$ cat config.mk
export PLATFORM = sky130hd
export DESIGN_NAME = lc3b_cpu
export DESIGN_NICKNAME = d
export VERILOG_FILES = /design/src/source/lc3b_isa_pkg.sv /design/src/source/lc3b_ctrl_pkg.sv /design/src/source/lc3b_regfile.sv /design/src/source/lc3b_control.sv /design/src/source/lc3b_datapath.sv /design/src/source/lc3b_cpu.sv
export SDC_FILE = /design/constraint.sdc
export NUM_CORES = 1
export LEC_CHECK = 0
export BUFFER_PORTS_ARGS = -buffer_cell sky130_fd_sc_hd__buf_2
export CAP_MARGIN = 20
export CORE_MARGIN = 4
export CORE_UTILIZATION = 45
export CTS_BUF_LIST = sky130_fd_sc_hd__clkbuf_4
export CTS_CLUSTER_DIAMETER = 100
export DETAILED_ROUTE_END_ITERATION = 6
export PLACE_DENSITY = 0.66
export SLEW_MARGIN = 20
export SYNTH_ARGS = -nofsm -noshare
export SYNTH_HDL_FRONTEND = slang
export SYNTH_SLANG_ARGS = --single-unit
$ cat constraint.sdc
create_clock -name clk -period 7.3 [get_ports clk]
set_clock_uncertainty 0.1 [all_clocks]
set_input_delay 1.46 -clock clk [delete_from_list [all_inputs] [get_ports clk]]
set_output_delay 1.46 -clock clk [all_outputs]
set_load 0.02 [all_outputs]
$ cat src/source/lc3b_isa_pkg.sv
package lc3b_isa_pkg;

    typedef logic [15:0] lc3b_word;
    typedef logic [2:0] lc3b_reg;

    // Subset opcodes with NOT on 4'b1001
    typedef enum logic [3:0] {
        op_br  = 4'b0000,
        op_add = 4'b0001,
        op_and = 4'b0101,
        op_ldr = 4'b0110,
        op_str = 4'b0111,
        op_not = 4'b1001,
        op_lea = 4'b1110
    } lc3b_opcode;

    typedef enum logic [1:0] {
        alu_add  = 2'b00,
        alu_and  = 2'b01,
        alu_not  = 2'b10,
        alu_pass = 2'b11
    } lc3b_aluop;

    // Operate view for ADD, AND and NOT
    // In register form sr2 is imm5[2:0]
    typedef struct packed {
        lc3b_opcode      opcode;
        lc3b_reg         dr;
        lc3b_reg         sr1;
        logic            imm;
        logic [4:0]      imm5;
    } lc3b_operate_t;

    // LDR and STR use base plus offset6, BR and LEA use offset9
    typedef union packed {
        struct packed {
            lc3b_reg     base;
            logic [5:0]  offset6;
        } mem;
        logic [8:0]      offset9;
    } lc3b_offset_field_t;

    // dr doubles as the nzp mask for BR
    typedef struct packed {
        lc3b_opcode         opcode;
        lc3b_reg            dr;
        lc3b_offset_field_t off;
    } lc3b_offset_t;

    typedef union packed {
        lc3b_operate_t operate;
        lc3b_offset_t  offset;
    } lc3b_instr;

    localparam lc3b_word RESET_PC = 16'h0000;
    localparam logic [2:0] CC_Z = 3'b010;

endpackage

$ cat src/source/lc3b_ctrl_pkg.sv
package lc3b_ctrl_pkg;

    import lc3b_isa_pkg::*;

    typedef enum logic [1:0] {
        alumux_reg_b   = 2'b00,
        alumux_imm5    = 2'b01,
        alumux_offset6 = 2'b10
    } lc3b_alumux_t;

    typedef enum logic [1:0] {
        regfilemux_alu        = 2'b00,
        regfilemux_mdr        = 2'b01,
        regfilemux_pc_offset9 = 2'b10
    } lc3b_regfilemux_t;

    typedef struct packed {
        logic             load_pc;
        logic             load_ir;
        logic             load_regfile;
        logic             load_mar;
        logic             load_mdr;
        logic             load_cc;
        logic             pcmux_sel;
        logic             storemux_sel;
        logic             marmux_sel;
        logic             mdrmux_sel;
        lc3b_alumux_t     alumux;
        lc3b_regfilemux_t regfilemux;
        lc3b_aluop        aluop;
    } lc3b_ctrl_t;

    localparam lc3b_ctrl_t CTRL_IDLE = '{
        load_pc: 1'b0, load_ir: 1'b0, load_regfile: 1'b0, load_mar: 1'b0,
        load_mdr: 1'b0, load_cc: 1'b0, pcmux_sel: 1'b0, storemux_sel: 1'b0,
        marmux_sel: 1'b0, mdrmux_sel: 1'b0, alumux: alumux_reg_b,
        regfilemux: regfilemux_alu, aluop: alu_add
    };

endpackage

$ cat src/source/lc3b_regfile.sv
`timescale 1ns/1ns

module lc3b_regfile import lc3b_isa_pkg::*; (
    input  logic     clk,
    input  logic     rst_n,
    input  logic     load,
    input  lc3b_reg  src_a,
    input  lc3b_reg  src_b,
    input  lc3b_reg  dest,
    input  lc3b_word in,
    output lc3b_word reg_a,
    output lc3b_word reg_b
);

    lc3b_word regs [8];

    always_ff @(posedge clk) begin
        if (!rst_n) begin
            regs <= '{default: '0};
        end else if (load) begin
            regs[dest] <= in;
        end
    end

    // Reads are combinational, a write shows up next cycle
    assign reg_a = regs[src_a];
    assign reg_b = regs[src_b];

endmodule

$ cat src/source/lc3b_control.sv
`timescale 1ns/1ns

module lc3b_control import lc3b_isa_pkg::*, lc3b_ctrl_pkg::*; (
    input  logic       clk,
    input  logic       rst_n,
    input  lc3b_instr  instr,
    input  logic       branch_enable,
    input  logic       mem_resp,
    output lc3b_ctrl_t ctrl,
    output logic       mem_read,
    output logic       mem_write
);

    typedef enum logic [3:0] {
        fetch1, fetch2, fetch3, decode,
        s_add, s_and, s_not,
        br, br_taken,
        calc_addr, ldr1, ldr2, str1, str2,
        lea
    } state_t;

    state_t state;
    state_t next_state;
    lc3b_opcode opcode;

    assign opcode = instr.operate.opcode;

    always_comb begin
        ctrl = CTRL_IDLE;
        mem_read = 1'b0;
        mem_write = 1'b0;
        case (state)
            fetch1: begin
                // MAR from PC, PC advances by one word
                ctrl.marmux_sel = 1'b1;
                ctrl.load_mar = 1'b1;
                ctrl.load_pc = 1'b1;
            end
            fetch2: begin
                mem_read = 1'b1;
                ctrl.mdrmux_sel = 1'b1;
                ctrl.load_mdr = mem_resp;
            end
            fetch3: ctrl.load_ir = 1'b1;
            s_add, s_and: begin
                // imm flag picks register or sign-extended imm5
                ctrl.alumux = instr.operate.imm ? alumux_imm5 : alumux_reg_b;
                ctrl.aluop = (state == s_add) ? alu_add : alu_and;
                ctrl.load_regfile = 1'b1;
                ctrl.load_cc = 1'b1;
            end
            s_not: begin
                ctrl.aluop = alu_not;
                ctrl.load_regfile = 1'b1;
                ctrl.load_cc = 1'b1;
            end
            br_taken: begin
                ctrl.pcmux_sel = 1'b1;
                ctrl.load_pc = 1'b1;
            end
            calc_addr: begin
                // Effective address is base + sext(offset6) << 1
                ctrl.alumux = alumux_offset6;
                ctrl.aluop = alu_add;
                ctrl.load_mar = 1'b1;
            end
            ldr1: begin
                mem_read = 1'b1;
                ctrl.mdrmux_sel = 1'b1;
                ctrl.load_mdr = mem_resp;
            end
            ldr2: begin
                ctrl.regfilemux = regfilemux_mdr;
                ctrl.load_regfile = 1'b1;
                ctrl.load_cc = 1'b1;
            end
            str1: begin
                // Store register passes through the ALU into MDR
                ctrl.storemux_sel = 1'b1;
                ctrl.aluop = alu_pass;
                ctrl.load_mdr = 1'b1;
            end
            str2: mem_write = 1'b1;
            lea: begin
                ctrl.regfilemux = regfilemux_pc_offset9;
                ctrl.load_regfile = 1'b1;
                ctrl.load_cc = 1'b1;
            end
            default: ;
        endcase
    end

    always_comb begin
        next_state = state;
        case (state)
            fetch1: next_state = fetch2;
            fetch2: if (mem_resp) next_state = fetch3;
            fetch3: next_state = decode;
            decode: begin
                case (opcode)
                    op_add: next_state = s_add;
                    op_and: next_state = s_and;
                    op_not: next_state = s_not;
                    op_br: next_state = br;
                    op_ldr, op_str: next_state = calc_addr;
                    op_lea: next_state = lea;
                    // Anything else behaves as a no-op
                    default: next_state = fetch1;
                endcase
            end
            br: next_state = branch_enable ? br_taken : fetch1;
            calc_addr: next_state = (opcode == op_ldr) ? ldr1 : str1;
            ldr1: if (mem_resp) next_state = ldr2;
            str1: next_state = str2;
            str2: if (mem_resp) next_state = fetch1;
            default: next_state = fetch1;
        endcase
    end

    always_ff @(posedge clk) begin
        if (!rst_n) begin
            state <= fetch1;
        end else begin
            state <= next_state;
        end
    end

endmodule

$ cat src/source/lc3b_datapath.sv
`timescale 1ns/1ns

module lc3b_datapath import lc3b_isa_pkg::*, lc3b_ctrl_pkg::*; (
    input  logic       clk,
    input  logic       rst_n,
    input  lc3b_ctrl_t ctrl,
    input  lc3b_word   mem_rdata,
    output lc3b_instr  instr,
    output logic       branch_enable,
    output lc3b_word   mem_address,
    output lc3b_word   mem_wdata
);

    lc3b_word   pc;
    lc3b_instr  ir;
    lc3b_word   mar;
    lc3b_word   mdr;
    logic [2:0] cc;

    lc3b_reg  src_a;
    lc3b_word reg_a;
    lc3b_word reg_b;
    lc3b_word alu_b;
    lc3b_word alu_out;
    lc3b_word regfile_in;
    lc3b_word pc_plus2;
    lc3b_word pc_offset9;
    lc3b_word sext_imm5;
    lc3b_word sext_offset6;
    lc3b_word sext_offset9;

    // Offsets are word counts, hence the shift by one
    assign sext_imm5 = {{11{ir.operate.imm5[4]}}, ir.operate.imm5};
    assign sext_offset6 = {{9{ir.offset.off.mem.offset6[5]}}, ir.offset.off.mem.offset6, 1'b0};
    assign sext_offset9 = {{6{ir.offset.off.offset9[8]}}, ir.offset.off.offset9, 1'b0};

    // PC already points past the current instruction here
    assign pc_plus2 = pc + 16'd2;
    assign pc_offset9 = pc + sext_offset9;

    // STR reads its source from the dr field
    assign src_a = ctrl.storemux_sel ? ir.offset.dr : ir.operate.sr1;

    always_comb begin
        case (ctrl.alumux)
            alumux_imm5: alu_b = sext_imm5;
            alumux_offset6: alu_b = sext_offset6;
            default: alu_b = reg_b;
        endcase
    end

    always_comb begin
        case (ctrl.aluop)
            alu_add: alu_out = reg_a + alu_b;
            alu_and: alu_out = reg_a & alu_b;
            alu_not: alu_out = ~reg_a;
            default: alu_out = reg_a;
        endcase
    end

    always_comb begin
        case (ctrl.regfilemux)
            regfilemux_mdr: regfile_in = mdr;
            regfilemux_pc_offset9: regfile_in = pc_offset9;
            default: regfile_in = alu_out;
        endcase
    end

    lc3b_regfile i_regfile (
        .clk   (clk),
        .rst_n (rst_n),
        .load  (ctrl.load_regfile),
        .src_a (src_a),
        .src_b (ir.operate.imm5[2:0]),
        .dest  (ir.operate.dr),
        .in    (regfile_in),
        .reg_a (reg_a),
        .reg_b (reg_b)
    );

    always_ff @(posedge clk) begin
        if (!rst_n) begin
            pc <= RESET_PC;
            cc <= CC_Z;
        end else begin
            if (ctrl.load_pc) pc <= ctrl.pcmux_sel ? pc_offset9 : pc_plus2;
            // n, z, p from the value written back
            if (ctrl.load_cc) cc <= {regfile_in[15], regfile_in == '0,
                                     !regfile_in[15] && regfile_in != '0};
        end
    end

    always_ff @(posedge clk) begin
        if (ctrl.load_ir) ir <= mdr;
        if (ctrl.load_mar) mar <= ctrl.marmux_sel ? pc : alu_out;
        if (ctrl.load_mdr) mdr <= ctrl.mdrmux_sel ? mem_rdata : alu_out;
    end

    assign branch_enable = |(cc & ir.offset.dr);
    assign instr = ir;
    assign mem_address = mar;
    assign mem_wdata = mdr;

endmodule

$ cat src/source/lc3b_cpu.sv
`timescale 1ns/1ns

module lc3b_cpu import lc3b_isa_pkg::*, lc3b_ctrl_pkg::*; (
    input  logic     clk,
    input  logic     rst_n,
    input  lc3b_word mem_rdata,
    input  logic     mem_resp,
    output logic     mem_read,
    output logic     mem_write,
    output lc3b_word mem_address,
    output lc3b_word mem_wdata
);

    lc3b_ctrl_t ctrl;
    lc3b_instr  instr;
    logic       branch_enable;

    lc3b_control i_control (
        .clk           (clk),
        .rst_n         (rst_n),
        .instr         (instr),
        .branch_enable (branch_enable),
        .mem_resp      (mem_resp),
        .ctrl          (ctrl),
        .mem_read      (mem_read),
        .mem_write     (mem_write)
    );

    lc3b_datapath i_datapath (
        .clk           (clk),
        .rst_n         (rst_n),
        .ctrl          (ctrl),
        .mem_rdata     (mem_rdata),
        .instr         (instr),
        .branch_enable (branch_enable),
        .mem_address   (mem_address),
        .mem_wdata     (mem_wdata)
    );

endmodule

; After elaboration in Yosys (flattened, before gate mapping)
; Cells that the tools add are included.
[totals]
register_bits = 199
word_cells = 110
[classes]
add_sub_neg = 3
magnitude_cmp = 4
eq_ne = 29
n_mux = 38
n_bitwise = 6
n_reduce_logical = 16
[op_table]
columns = op, count
row1 = $bwmux 128, 1
row2 = $mux 16, 8
row3 = $bmux 16 s3, 2
row4 = $pmux 16 s2, 2
row5 = $demux 16 s3, 1
row6 = $pmux 16 s3, 1
row7 = $eq 4x4->1 const B, 9
row8 = $pmux 4 s9, 1
row9 = $add 16x16->16, 2
row10 = $eq 4x3->1 const B, 7
row11 = $pmux 4 s6, 1
row12 = $add 16x2->16 const B, 1
row13 = $and 16x16->16, 1
row14 = $logic_not 16->1, 1
row15 = $mux 4, 4
row16 = $not 16->16, 1
row17 = $reduce_bool 16->1, 1
row18 = $ge 4x4->1 const B, 3
row19 = $not 3->4, 3
row20 = $mux 1, 11
row21 = $reduce_or 2->1, 5
row22 = $eq 4x1->1 const B, 2
row23 = $eq 4x2->1 const B, 2
row24 = $logic_not 4->1, 2
row25 = other kinds (15), 24

; Depth between registers and ports, before layout
[depth]
word_depth = 12
ltp_mapped = 24
mapped_depth_nobuf = 19

; Cells and area by module
; From an unflattened synthesis, not the netlist that was laid out.
[hier_totals]
cells_unflattened = 1450
area_unflattened_um2 = 13411.6
[modules_own_cells]
columns = mod, instances, cells_per_inst, area_each_um2
row1 = lc3b_regfile, 1, 705, 7160.6
row2 = lc3b_datapath, 1, 661, 5656.7
row3 = lc3b_control, 1, 84, 594.3

; Worst setup path before layout
; No wires, ideal clock.
[synth_path]
path_type = reg-to-reg
from = reg i_control.state[3]
to = reg i_datapath.cc[0]
arrival_time_ps = 5031
t_required_ps = 7083
setup_slack_ps = 2051
path_stages_with_launch = 20
n_path_buf = 5
path_cell_list = dfxtp_1 clkbuf_1 clkbuf_1 nand3_1 ha_1 clkbuf_1 clkbuf_1 clkbuf_1 a21oi_1 ha_1 or2_2 and2_1 a31o_2 xor2_1 a221oi_1 o2bb2ai_1 a21oi_1 nor4bb_1 or4b_1 a32o_1
[synth_between]
elab_chain_len = 12
[synth_rtl]
columns = element, line
row1 = start: declaration, lc3b_control.sv:22  ; state_t state;
row2 = start signal: assignment, lc3b_control.sv:122  ; state <= fetch1;
row3 = start signal: assignment, lc3b_control.sv:124  ; state <= next_state;
row4 = $eq 4x4->1, lc3b_control.sv:32  ; case (state)
row5 = $mux 1, lc3b_control.sv:32
row6 = $mux 3, lc3b_datapath.sv:42  ; assign src_a = ctrl.storemux_sel ? ir.offset.dr : ir.operate.sr1;
row7 = $not 3->4 (not written as such), lc3b_regfile.sv:26  ; assign reg_a = regs[src_a];
row8 = $bmux 16 s3, lc3b_regfile.sv:26
row9 = $mux 16 (not written as such) (2 in a row), lc3b_regfile.sv:26
row10 = $add 16x16->16 (tied with other cells), lc3b_datapath.sv:54  ; alu_add: alu_out = reg_a + alu_b;
row11 = $pmux 16 s3, lc3b_datapath.sv:53  ; case (ctrl.aluop)
row12 = $pmux 16 s2, lc3b_datapath.sv:62  ; case (ctrl.regfilemux)
row13 = $reduce_bool 16->1 or $logic_not 1->1 (tied branches), lc3b_datapath.sv:89  ; !regfile_in[15] && regfile_in != '0};
row14 = $logic_and 1x1->1, lc3b_datapath.sv:89
row15 = end signal: assignment, lc3b_datapath.sv:88  ; if (ctrl.load_cc) cc <= {regfile_in[15], regfile_in == '0,
row16 = end: declaration, lc3b_datapath.sv:18  ; logic [2:0] cc;
; Several ways; a longest one is shown, not always the timed one. The select of a mux whose other input is x is not followed.
; A chain may end at the register's enable or synchronous reset.

; Worst setup path after layout
[layout_path]
from = reg i_control.state[2]
to = reg i_datapath.cc[0]
; Same word-level chain as after synthesis.

==> impl_results.md <==
* Commonest non-fill, non-tap cells in the layout: nand2_1, a21oi_1, dfxtp_1
* Worst hold path class: reg -> reg
* Hold buffers post-CTS at 0
* Port Buf Inserts at between 50 and 60
* Vias in the first global route at around 11k
* Die Ht at 175 um
* Setup Buffers After CTS at 0
* Slew Limit Headroom at 0.202
* Hold path start: i_datapath.i_regfile.regs[123]$_SDFFE_PN0P_
* Clock-pin slew on the worst setup and hold paths at around 0.16 ns
* Routed vias/inst at 6.23
* Period Utilization, post-route at 0.872
* Hold depth at 2
* Mapped Cells at ~1.5k
* GPL Wtd Cong at 1.02
* First-pass GRT wire length at approximately 66 mm
* Slew @ Worst Pin at ~1.2 ns
* Post-synth cell types at 80
* Chip width at roughly 170 um
* Routed Antenna Nets at 0
* Clk_lat worst skew at ~0.62 ns
* Post-synthesis sequential area ratio at 0.356
* Full die area at between 0.03 and 0.04 mm^2
* Area growth from synthesis to layout at 7.04%
* Total CTS buffers at 17
* Final WL at around 43 mm
* CP endpoint kind: register
* Hold slack at between 0.3 and 0.4 ns
* Fin crit period at 6.37 ns
* Startpoint types: register
* Core box area at roughly 0.027 mm^2
* Fmax achieved at ~160 MHz
* Final Setup Violations at 0
* Row cnt at 60
* Status: complete, no violations
* Final slew viol count at 0
* CTS tree: done
* Vias after detailed routing at approximately 12k
* MaxCap Viol Count at 0
* Final HPWL DP at 30.0 mm
* Leakage power at approximately 0.0048 uW
* Drt drc at 0
* Post-synth ARST share at 0
* CTS-repair resized insts at 0
* Worst r2r src: i_control.state[2]$_SDFFE_PN0P_
* Critical path arrival at about 6.8 ns
* Critical Path Source: i_control.state[2]$_SDFFE_PN0P_
* Initial Util at 0.461
* CTS H-Tree Depth at 4
* Initial DRC count at ~1.7k
* R2r setup slk at about 0.93 ns
* Cell count of the worst reg-to-reg path at 19
* RSZ-0062 raised after global routing: false
* Final TNS setup at 0 ns
* Clk root buf: clkbuf_4
* Initial antenna violation count at 1
* Hold EP: i_datapath.i_regfile.regs[123]$_SDFFE_PN0P_
* Synth warnings at 0
* Reg-to-Reg End: i_datapath.cc[0]$_SDFFE_PN0P_
* Syn_area_per_cell at between 8 and 9 um^2
* Fillers at 2637
* #FFs+latches synth at 198
* Final Hold Fails at 0
* Most common cell after layout, fill and taps aside: nand2_1
* Crit-path max FO at 29
* Crit path kind: reg -> reg
* Post-synth EDFFs at 48
* I/O pins at 53
* Fraction of layout cells with a size suffix above 1 at 0.133
* Sink Count at slightly below 200
* Worst vdd ir at just under 0.1 mV
* Drt first pass iters at 5
* Mapped Area at about 0.012 mm^2
* # nets final at between 1.5k and 2k
* Gr ovfl total at 0
* P per Cell Area at 158 mW/mm^2
* Clock Path Buffers at 2
* Syn_nets at between 1.5k and 2k
* Pin count of the biggest net entering global routing at 84
* DR WL/cell at 22.6 um
* GRT Util Overall at 0.276
* CP required at 7.71 ns
* Ys flop type: dfxtp_1
-- where the power goes --
group	leakage, uW	total [uW]	switching, uW	internal (uW)
Combinational	0.00295	292	198	93.7
Clock	0.000162	639	415	224
Sequential	0.00167	1180	27.6	1160
-- stage by stage --
step / std cells / setup slack (ns) / utilization / area (um^2) / power, uW
3_5_place_dp: 1882 / 1.18 / 0.482 / 13100 / 1490
3_3_place_gp: 1881 / 1.26 / 0.481 / 13000 / 1490
4_1_cts: 1914 / 1.13 / 0.492 / 13300 / 2120
5_1_grt: 1917 / 0.463 / 0.493 / 13400 / 2200
2_1_floorplan: 1534 / 2.05 / - / 12500 / 1400
6_report: 1917 / 0.931 / 0.493 / 13400 / 2120
-- critical path: stages (launching register included) --
cell and delay (ns):
dfxtp_1 0.71, nand4bb_2 0.49, mux2_2 0.81, nand2_1 0.14, a311oi_1 0.47, nor2_1 0.12
inv_1 0.08, ha_1 0.19, inv_1 0.07, fa_1 0.40, nand2b_1 0.19, a21oi_1 0.29
o21ai_0 0.23, o21bai_1 0.26, xnor2_1 0.15, o22ai_1 0.08, o22ai_1 0.35, a21oi_2 0.28
or4b_1 0.62, a32o_1 0.23
-- synthesized netlist by cell type, drive strengths merged (7+ instances only) --
library cell,number,area [um^2]
nor3,22,110
ha,36,450
a21oi,210,1060
nor2,147,559
clkbuf,83,312
o22ai,11,68.8
mux2i,42,449
buf,25,159
nand2b,24,150
inv,30,113
nand3,23,115
a21o,12,90.1
a31oi,17,106
a221oi,24,223
mux4,37,841
nand2,332,1250
and3,11,68.8
or2,8,50.1
o21ai,59,299
and2,9,56.3
xor2,11,96.3
mux2,15,173
xnor2,15,131
a211oi,15,113
dfxtp,150,3000
edfxtp,48,1440
a32o,7,70.1
-- state kept, by name, indices dropped and copies added, names as in the netlist --
register,count
i_datapath.instr,16
i_control.state,4
i_datapath.pc,15
i_datapath.i_regfile.regs,128
i_datapath.mem_wdata,16
i_datapath.mem_address,16
i_datapath.cc,3
-- cell type report --
class / instances / area (um^2) / share of cell area
antenna: 1 / 2.50 / 0.000187
inverter: 32 / 123 / 0.00917
clock buffer: 20 / 150 / 0.0112
tap: 372 / 465 / 0.0348
sequential: 198 / 4440 / 0.332
multi-input combinational: 1196 / 7520 / 0.562
clock inverter: 12 / 144 / 0.0108
timing repair buffer: 86 / 524 / 0.0392
-- metal layers --
layer	GRT usage	up-vias	wire [um]
li1	-	5497	-
met1	0.381	5744	18100
met2	0.440	616	19600
met3	0.0495	78	4200
met4	0.0946	0	1430
met5	0	-	0
-- worst max-delay path by stage --
stage                                               end  slack (ns)  depth (start not counted)
after floorplan           i_datapath.cc[0]$_SDFFE_PN0P_        2.05                         19
after CTS                 i_datapath.cc[0]$_SDFFE_PN0P_        1.13                         19
final                     i_datapath.cc[0]$_SDFFE_PN0P_        0.93                         19
after global routing      i_datapath.cc[0]$_SDFFE_PN0P_        0.46                         19
after detailed placement  i_datapath.cc[0]$_SDFFE_PN0P_        1.18                         19
after global placement    i_datapath.cc[0]$_SDFFE_PN0P_        1.26                         19
-- kinds of logic (layout without fill, tap and decap cells) --
| family | count (synthesis) | after routing | synth area share |
|---|---|---|---|
| AND/OR/NAND/NOR | 610 | 610 | 0.209 |
| adder cells (fa/ha/maj) | 38 | 38 | 0.0393 |
| AO/OA/AOI/OAI | 428 | 428 | 0.214 |
| multiplexers | 94 | 94 | 0.117 |
| other | 0 | 1 | 0 |
| flip-flops | 198 | 198 | 0.356 |
| buffers and inverters | 140 | 150 | 0.0473 |
| XOR/XNOR | 26 | 26 | 0.0182 |
No activity file was read; power rests on OpenSTA's default activity.
